--- src/ahb_pkg.sv ---
package ahb_pkg;

    // bus widths
    localparam int ADDR_W = 32;
    localparam int DATA_W = 32;

    // transfer type, same numbering as the existing bus
    typedef enum logic [1:0] {
        NONSEQ = 2'd0,
        SEQ    = 2'd1,
        BUSY   = 2'd2,
        IDLE   = 2'd3
    } htrans_t;

    typedef enum logic [2:0] {
        SINGLE = 3'b000,
        INCR   = 3'b001,
        WRAP4  = 3'b010,
        INCR4  = 3'b011,
        WRAP8  = 3'b100,
        INCR8  = 3'b101,
        WRAP16 = 3'b110,
        INCR16 = 3'b111
    } hburst_t;

    typedef enum logic [2:0] {
        SIZE_BYTE = 3'b000,
        SIZE_HALF = 3'b001,
        SIZE_WORD = 3'b010
    } hsize_t;

    typedef enum logic [1:0] {
        OKAY  = 2'b00,
        ERROR = 2'b01
    } hresp_t;

    // bytes moved by one beat
    function automatic logic [2:0] size_bytes(hsize_t size);
        case (size)
            SIZE_BYTE: return 3'd1;
            SIZE_HALF: return 3'd2;
            default:   return 3'd4;
        endcase
    endfunction

endpackage
--- src/slave_mem_pkg.sv ---
package slave_mem_pkg;

    import ahb_pkg::*;

    // byte array geometry
    localparam int         MEM_BYTES      = 256;
    localparam int         MEM_AW         = 8;
    localparam logic [7:0] MEM_INIT_BYTE  = 8'd12;
    localparam int         BYTES_PER_WORD = 4;

    // step an address, bits under mask roll over, bits above are kept
    function automatic logic [ADDR_W-1:0] wrap_incr(logic [ADDR_W-1:0] base,
                                                    logic [ADDR_W-1:0] step,
                                                    logic [ADDR_W-1:0] mask);
        return (base & ~mask) | ((base + step) & mask);
    endfunction

    // last byte of the beat must still sit inside the array
    function automatic logic in_mem(logic [ADDR_W-1:0] base, logic [2:0] nbytes);
        logic [ADDR_W:0] last;
        last = {1'b0, base} + (ADDR_W+1)'(nbytes) - 1'b1;
        return last < (ADDR_W+1)'(MEM_BYTES);
    endfunction

endpackage

--- src/ahb_addr_phase.sv ---
`timescale 1ns/100ps

module ahb_addr_phase (
    input  logic                             clk,
    input  logic                             hresetn,
    input  logic                             hsel,
    input  logic                             hwrite,
    input  ahb_pkg::htrans_t                 htrans,
    input  ahb_pkg::hburst_t                 hburst,
    input  ahb_pkg::hsize_t                  hsize,
    input  logic [ahb_pkg::ADDR_W-1:0]       haddr,
    output logic                             dp_valid,
    output logic                             dp_write,
    output logic                             dp_err,
    output logic [slave_mem_pkg::MEM_AW-1:0] dp_addr,
    output ahb_pkg::hsize_t                  dp_size,
    output logic [slave_mem_pkg::MEM_AW-1:0] dp_mask
);

    import ahb_pkg::*;
    import slave_mem_pkg::*;

    logic              accept;
    logic [ADDR_W-1:0] seq_addr;
    logic [ADDR_W-1:0] beat_addr;
    logic [ADDR_W-1:0] next_addr;
    logic [ADDR_W-1:0] wrap_mask;
    logic              in_range;

    // busy and idle beats are no transfer
    assign accept = hsel && (htrans == NONSEQ || htrans == SEQ);

    // seq beats follow our own address, haddr is ignored
    assign beat_addr = (htrans == SEQ) ? seq_addr : haddr;

    burst_addr_calc u_calc (
        .beat_addr (beat_addr),
        .hburst    (hburst),
        .hsize     (hsize),
        .next_addr (next_addr),
        .wrap_mask (wrap_mask),
        .in_range  (in_range)
    );

    //////////////////////////////
    // data-phase control
    //////////////////////////////

    always_ff @(posedge clk)
    begin
        if (!hresetn)
        begin
            dp_valid <= 1'b0;
            dp_write <= 1'b0;
            dp_err   <= 1'b0;
        end
        else
        begin
            dp_valid <= accept;
            dp_write <= accept && hwrite;
            dp_err   <= accept && !in_range;
        end
    end

    // address and size of the accepted beat
    always_ff @(posedge clk)
    begin
        if (accept)
        begin
            seq_addr <= next_addr;
            dp_addr  <= beat_addr[MEM_AW-1:0];
            dp_size  <= hsize;
            dp_mask  <= wrap_mask[MEM_AW-1:0];
        end
    end

endmodule

--- src/burst_addr_calc.sv ---
`timescale 1ns/100ps

module burst_addr_calc (
    input  logic [ahb_pkg::ADDR_W-1:0] beat_addr,
    input  ahb_pkg::hburst_t           hburst,
    input  ahb_pkg::hsize_t            hsize,
    output logic [ahb_pkg::ADDR_W-1:0] next_addr,
    output logic [ahb_pkg::ADDR_W-1:0] wrap_mask,
    output logic                       in_range
);

    import ahb_pkg::*;
    import slave_mem_pkg::*;

    logic [2:0] nbytes;
    logic [4:0] beats;
    logic [6:0] boundary;
    logic       is_wrap;

    assign nbytes = size_bytes(hsize);

    //////////////////////////////
    // burst decode
    //////////////////////////////

    always_comb
    begin
        beats   = 5'd0;
        is_wrap = 1'b0;
        case (hburst)
            WRAP4:
            begin
                beats   = 5'd4;
                is_wrap = 1'b1;
            end
            WRAP8:
            begin
                beats   = 5'd8;
                is_wrap = 1'b1;
            end
            WRAP16:
            begin
                beats   = 5'd16;
                is_wrap = 1'b1;
            end
            // single and incrementing bursts never roll over
            default:
            begin
                beats   = 5'd0;
                is_wrap = 1'b0;
            end
        endcase
    end

    // wrap boundary in bytes, at most 16 x 4
    assign boundary = 7'(beats) * 7'(nbytes);

    assign wrap_mask = is_wrap ? ADDR_W'(boundary - 7'd1) : '1;

    //////////////////////////////
    // next beat and range
    //////////////////////////////

    // plain add when the mask is all ones
    assign next_addr = wrap_incr(beat_addr, ADDR_W'(nbytes), wrap_mask);
    assign in_range  = in_mem(beat_addr, nbytes);

endmodule

--- config.mk ---
export PLATFORM = sky130hd
export DESIGN_NAME = ahb_addr_phase
export DESIGN_NICKNAME = d
export VERILOG_FILES = /design/src/ahb_pkg.sv /design/src/slave_mem_pkg.sv /design/src/ahb_addr_phase.sv /design/src/burst_addr_calc.sv
export SDC_FILE = /design/constraint.sdc
export NUM_CORES = 1
export LEC_CHECK = 0
export BUFFER_PORTS_ARGS = -buffer_cell sky130_fd_sc_hd__buf_2
export CAP_MARGIN = 40
export CELL_PAD_IN_SITES_DETAIL_PLACEMENT = 1
export CELL_PAD_IN_SITES_GLOBAL_PLACEMENT = 2
export CORE_MARGIN = 3
export CORE_UTILIZATION = 29
export CTS_BUF_LIST = sky130_fd_sc_hd__clkbuf_4
export CTS_CLUSTER_DIAMETER = 100
export CTS_CLUSTER_SIZE = 28
export DETAILED_ROUTE_END_ITERATION = 12
export PLACE_DENSITY = 0.66
export SLEW_MARGIN = 5
export SYNTH_ARGS = -nofsm -noshare
export SYNTH_HDL_FRONTEND = slang
export SYNTH_SLANG_ARGS = --single-unit
--- constraint.sdc ---
create_clock -name clk -period 5 [get_ports clk]
set_clock_uncertainty 0.15 [all_clocks]
set_input_delay 1.25 -clock clk [delete_from_list [all_inputs] [get_ports clk]]
set_output_delay 1.25 -clock clk [all_outputs]
set_load 0.02 [all_outputs]
==> impl_metrics.ini, run 1 <==
[timing]
finalHoldViolCount = 0
post-route-period-util_pct = 96.0
grt_setup_unrepaired = false
number_of_setup_violations_in_the_final_report = 0
setup-tns-final_ns = 0
drv_slew = 0
timing.hold.ws_ns = 0.469
fin_crit_ns = 4.80
worst_pin_slew_ns = 0.812
fmax_achieved_ghz = 0.208
relSlewSlack_pct = 45.7

[critical_path]
critPathArrivalTime_ns = 4.86
path_buf_inv = 3
cp_cell_sequence = buf_2 > nor2_4 > nand2_1 > inv_1 > nand3_1 > fa_1 > inv_1 > ha_1 > fa_1 > xnor2_1 > a21oi_1 > o41ai_4 > and3_1 > nand4_2 > nor3_4 > and3_1 > nand3_1 > xor2_1
delay_of_the_slowest_cell_on_the_worst_path_ns = 0.52
cp_capture_type = register
crit_cells = 18
timing.setup.critical_path_class = in2reg
cp_top_family = simple AND/OR/NAND/NOR gates
timing.reg2reg.setup_slack_ns = 1.19
rr_worst_depth = 15
critPathLaunchType = input port
crit_slowest_cell = fa_1
worst_path_fanout_max = 4
crit_required_ns = 5.06

[clock_tree]
insertion_delay_ns = 0.42
number_of_instances_resized_during_post_cts_repair = 0
hold_buffers = 0
cts_setup_buffers = 0
numCtsBuffers = 5
clock-root-buffer = clkbuf_4
tritoncts = done
cts.path.max_buffers = 2
cts_max_level = 2
numClockSinks = 52
clkTransAtPathRegs_ns = 0.18

[floorplanning]
floorplan.die_area_um2 = 19100
core_area_um2 = 16800
fp.dieH_um = 138
floorplan.die.width_um = 138
ios = 66
initial_utilization_pct = 30.2
core.rowCount = 47

[yosys]
synth_top_family_by_area = adder cells
synth.ff_latch_count = 52
synth-compound-area-share_pct = 15.6
synth-xor-area-share_pct = 7.06
synth-async-reset-ratio_pct = 0
syn-mean-instance-area_um2 = 9.37
synthesis.instances = 541
seq_area_frac_synth_pct = 30.2
synth-main-ff-cell = edfxtp_1
synthesis.area_um2 = 5070
yosys.area_share.simple_pct = 16.6
count_of_flip_flops_with_a_built_in_enable_after_synthesis = 49
post_synth_mux_area_share_pct = 7.35
ys.warnings.count = 0
synth_cell_types = 69
yosys.area_share.adder_pct = 17.7

[global_routing]
met3_usage_pct = 2.31
pin_count_of_the_biggest_net_entering_global_routing = 27
track_usage_pct = 17.1
grt_most_used_layer = met2
globalRouteMet2Util_pct = 31.0
first_pass_grt_wire_length_um = 26600
first_global_vias = 5114
grtUsageMet1_pct = 21.4
initial_antenna_violation_count = 1
grt_overflow_total = 0

[min_path]
holdPathStages = 2
hp-class = reg2reg

[route]
first_iter_violations = 190
post_drt_via_cell_ratio = 4.85
vias = 4676
routedWlPerCell_um = 16.9
dr.pass1.iters = 4
drcViolationCount = 0
ant_nets = 0
final_wl_um = 16300

[placement]
io_buffer_count = 63
post_dp_cell_area_um2 = 6690
place.gp.congestion = 0.867
half_perimeter_wire_length_after_placement_um = 14000

[flow_run]
max_cap_viol_count = 0

[run_status]
status = finished, final reports clean

[power_and_ir_drop]
p_per_area_nw_per_um2 = 227
max-vdd-ir-drop_uv = 122
power.static_leakage_uw = 0.00320
total_power_uw = 1550

[layout]
final_layout_size_suffix_gt1_share_pct = 32.7
fill_cells = 2035
final_design_area_no_fill_um2 = 6810
nets = 856
areaGrowthSynthToFinish_pct = 34.3
flip-flops by register name (all words and copies together), names as in the netlist:
name,flops
dp_mask,6
dp_size,3
dp_write,1
dp_addr,8
seq_addr,32
dp_valid,1
dp_err,1
where the power goes:
| part | switching [µW] | internal (µW) | total, µW |
|---|---|---|---|
| registers | 5.64 | 506 | 511 |
| clock network | 158 | 161 | 319 |
| logic | 382 | 335 | 717 |
placed cells by master, fill, tap and decap left out, drive strengths merged, types with 16 or more instances in the layout:
cell type,count
xnor2,32
ha,67
buf,208
nand3,16
edfxtp,49
mux2i,35
nand2,47
inv,53
nor2,28
a21oi,38
o21ai,21
metrics by stage:
stage | cells | utilization [%] | setup WS, ns
2_1_floorplan | 542 | - | 0.00393
3_3_place_gp | 955 | 39.8 | -0.182
3_5_place_dp | 955 | 39.8 | -0.315
4_1_cts | 963 | 40.4 | 0.190
5_1_grt | 964 | 40.5 | 0.0190
6_report | 964 | 40.5 | 0.199
synthesized netlist by cell type (4+ instances only):
cell type	number	area share, %
nor3b_1	4	0.59
edfxtp_1	49	29
nand3_1	16	1.6
nand4_1	9	1.1
xnor2_1	31	5.4
nor2b_1	6	0.74
mux2i_1	35	6.9
a31oi_1	4	0.49
nor3_1	7	0.69
xor2_1	8	1.4
clkbuf_1	8	0.59
a21oi_1	38	3.8
o21a_1	8	1.2
and3_1	10	1.2
nor2_1	26	1.9
o21ai_0	20	2.0
a21o_1	9	1.3
a211oi_1	8	1.2
o211ai_1	5	0.74
nand2_1	46	3.4
ha_1	67	17
inv_1	52	3.8
metal layers:
metal | wire length (µm) | vias up
li1 | - | 2351
met1 | 7400 | 2251
met2 | 8220 | 61
met3 | 424 | 13
met4 | 229 | 0
met5 | 0 | -
cell type report:
| class | instances | area [µm²] | share of cell area, % |
|---|---|---|---|
| multi-input combinational | 422 | 3290 | 48.3 |
| sequential | 52 | 1530 | 22.5 |
| timing repair buffer | 208 | 1410 | 20.7 |
| tap | 220 | 275 | 4.04 |
| inverter | 53 | 199 | 2.92 |
| clock inverter | 2 | 60.1 | 0.882 |
| clock buffer | 6 | 45.0 | 0.661 |
| antenna | 1 | 2.50 | 0.0367 |
cell families (layout without fill, tap and decap cells):
logic type               count (synthesis)  after routing
AO/OA/AOI/OAI                          118            118
XOR/XNOR                                40             40
adder cells (fa/ha/maj)                 70             70
buffers and inverters                   68            269
flip-flops                              52             52
multiplexers                            37             37
other                                    1              3
AND/OR/NAND/NOR                        155            155
path summary, 6_finish.rpt:
path | from | end
setup reg to reg | seq_addr[2]$_DFFE_PP_ | dp_err$_SDFF_PN0_
setup / recovery | hsize[1] | seq_addr[31]$_DFFE_PP_
hold / removal | seq_addr[0]$_DFFE_PP_ | dp_addr[0]$_DFFE_PP_
hold reg to reg | seq_addr[0]$_DFFE_PP_ | dp_addr[0]$_DFFE_PP_
worst register-to-register path: cells and delay by family, from the launching register on:
kind	cells	cell delay (ns)
AOI/OAI and AO/OA	6	1.42
and+or+nand+nor	3	0.75
adders and majority gates	2	0.56
DFF	1	0.40
buffers and inverters	3	0.28
muxes	1	0.18
No activity file was read; power rests on OpenSTA's default activity.
==> run 2: changes to the inputs <==
--- a/config.mk
+++ b/config.mk
@@ -9,6 +9,7 @@
 export CAP_MARGIN = 40
 export CELL_PAD_IN_SITES_DETAIL_PLACEMENT = 1
 export CELL_PAD_IN_SITES_GLOBAL_PLACEMENT = 2
+export CORE_ASPECT_RATIO = 1.4
 export CORE_MARGIN = 3
 export CORE_UTILIZATION = 29
 export CTS_BUF_LIST = sky130_fd_sc_hd__clkbuf_4
==> run 2 against run 1 <==
Compared with the run above:
- maximum frequency up 0.60%
- clock-buffer cell count down 1
- sequential share of layout area up 1.9 points
- hold slack better by 0.023 ns
- non-clock buffer count down 77
- first-iteration DRC count down 21%
- cell count down 6.7%
- wire length down 3.5%
- die area up 0.12%
- design area down 7.9%
- critical endpoint is now dp_err$_SDFF_PN0_
==> impl_metrics.ini, run 2 (synthesis results as in run 1) <==
[critical_path]
crit_slowest_cell = nor4_1
delay_of_the_slowest_cell_on_the_worst_path_ns = 0.41
timing.setup.critical_path_class = in2reg
worst_path_fanout_max = 3
path_buf_inv = 3
crit_required_ns = 5.15
timing.reg2reg.setup_slack_ns = 1.00
cp_top_family = compound AO/OA/AOI/OAI gates
cp_cell_sequence = buf_2 > nor2b_4 > mux2i_1 > inv_1 > ha_1 > inv_1 > ha_1 > or3b_1 > a22oi_2 > a211oi_2 > o21a_1 > a221o_1 > a2111oi_2 > nand4_1 > nor4_1 > a21boi_1
critPathLaunchType = input port
rr_worst_depth = 14
critPathArrivalTime_ns = 4.92
crit_cells = 16
cp_capture_type = register

[timing]
post-route-period-util_pct = 95.5
fin_crit_ns = 4.77
drv_slew = 0
relSlewSlack_pct = 44.6
fmax_achieved_ghz = 0.210
setup-tns-final_ns = 0
grt_setup_unrepaired = false
worst_pin_slew_ns = 0.829
finalHoldViolCount = 0
number_of_setup_violations_in_the_final_report = 0

[clock_tree]
cts_max_level = 2
cts.path.max_buffers = 2
clkTransAtPathRegs_ns = 0.17
cts_setup_buffers = 0
insertion_delay_ns = 0.40
number_of_instances_resized_during_post_cts_repair = 0
numClockSinks = 52
numCtsBuffers = 5
clock-root-buffer = clkbuf_4
tritoncts = done
hold_buffers = 0

[floorplanning]
core_area_um2 = 17000
ios = 66
core.rowCount = 56
initial_utilization_pct = 29.9
floorplan.die.width_um = 118
floorplan.die_area_um2 = 19100
fp.dieH_um = 162

[route]
first_iter_violations = 151
drcViolationCount = 0
ant_nets = 0
top_layer_used = met4
dr.pass1.iters = 4
vias = 4404
met3RoutedLength_um = 309
wl_met2_um = 9280
wire_length_on_met1_um = 5730
final_wl_um = 15700
post_drt_via_cell_ratio = 4.90
routedWlPerCell_um = 17.5

[layout]
most_frequent_standard_cell_in_the_layout_excluding_fill_and_tap_cells = ha_1
max_flop_register = seq_addr
final_design_area_no_fill_um2 = 6270
largest_reg_flops = 32
fill_cells = 2040
final_layout_size_suffix_gt1_share_pct = 24.8
leading_cell_types_in_the_layout_fill_and_taps_excluded = 67 x ha_1, 64 x buf_4, 63 x buf_2, 52 x inv_1, 49 x edfxtp_1
final_util_pct = 37.0
areaGrowthSynthToFinish_pct = 23.7
nets = 779
largest_registers = seq_addr: 32 flops, dp_addr: 8 flops, dp_mask: 6 flops

[run_status]
status = finished, final reports clean

[flow_run]
max_cap_viol_count = 0

[power_and_ir_drop]
max-vdd-ir-drop_uv = 134
power.static_leakage_uw = 0.00283
p_per_area_nw_per_um2 = 222

[global_routing]
track_usage_pct = 16.7
grt_overflow_total = 0
first_pass_grt_wire_length_um = 25700
first_global_vias = 5031
pin_count_of_the_biggest_net_entering_global_routing = 28
initial_antenna_violation_count = 1

[placement]
io_buffer_count = 63
place.gp.congestion = 0.825
half_perimeter_wire_length_after_placement_um = 13300
post_dp_cell_area_um2 = 6180

[min_path]
holdPathStages = 2
hp-class = reg2reg
-- run 2: worst min-delay path: cells and delay by family (launching register included) --
kind / cells / cell delay, ns
muxes: 1 / 0.09
DFF: 1 / 0.37
buffers and inverters: 1 / 0.08
-- run 2: per-layer routing --
metal  up-vias  track usage, %
li1       2188               -
met1      2136            16.4
met2        61            35.7
met3        19            1.88
met4         0            5.23
met5         -               0
-- run 2: through the flow --
stage / hold slack (ns) / setup slack (ns) / std cells / power, µW
4_1_cts: 0.501 / 0.164 / 898 / 1420
5_1_grt: 0.531 / 0.00677 / 899 / 1490
6_report: 0.491 / 0.227 / 899 / 1390
2_1_floorplan: 0.402 / 0.00393 / 542 / 914
3_3_place_gp: 0.432 / -0.242 / 890 / 1130
3_5_place_dp: 0.461 / -0.262 / 890 / 1140
-- run 2: report_power, final --
part / internal [µW] / switching (µW)
Combinational: 257 / 361
Clock: 105 / 159
Sequential: 506 / 5.91
Total: 867 / 526
-- run 2: cell type report --
class / instances / area, µm² / share of cell area, %
inverters: 53 / 199 / 3.17
clock inverters: 3 / 42.5 / 0.678
multi-input cells: 422 / 3290 / 52.5
clock buffers: 5 / 37.5 / 0.598
diodes: 1 / 2.50 / 0.0399
well taps: 232 / 290 / 4.63
flip-flops and latches: 52 / 1530 / 24.4
repair buffers: 131 / 876 / 14.0
-- run 2: path summary, 6_finish.rpt --
path,to,from
setup / recovery,dp_err$_SDFF_PN0_,htrans[1]
hold / removal,dp_addr[0]$_DFFE_PP_,seq_addr[0]$_DFFE_PP_
setup reg to reg,dp_err$_SDFF_PN0_,seq_addr[2]$_DFFE_PP_
hold reg to reg,dp_addr[0]$_DFFE_PP_,seq_addr[0]$_DFFE_PP_
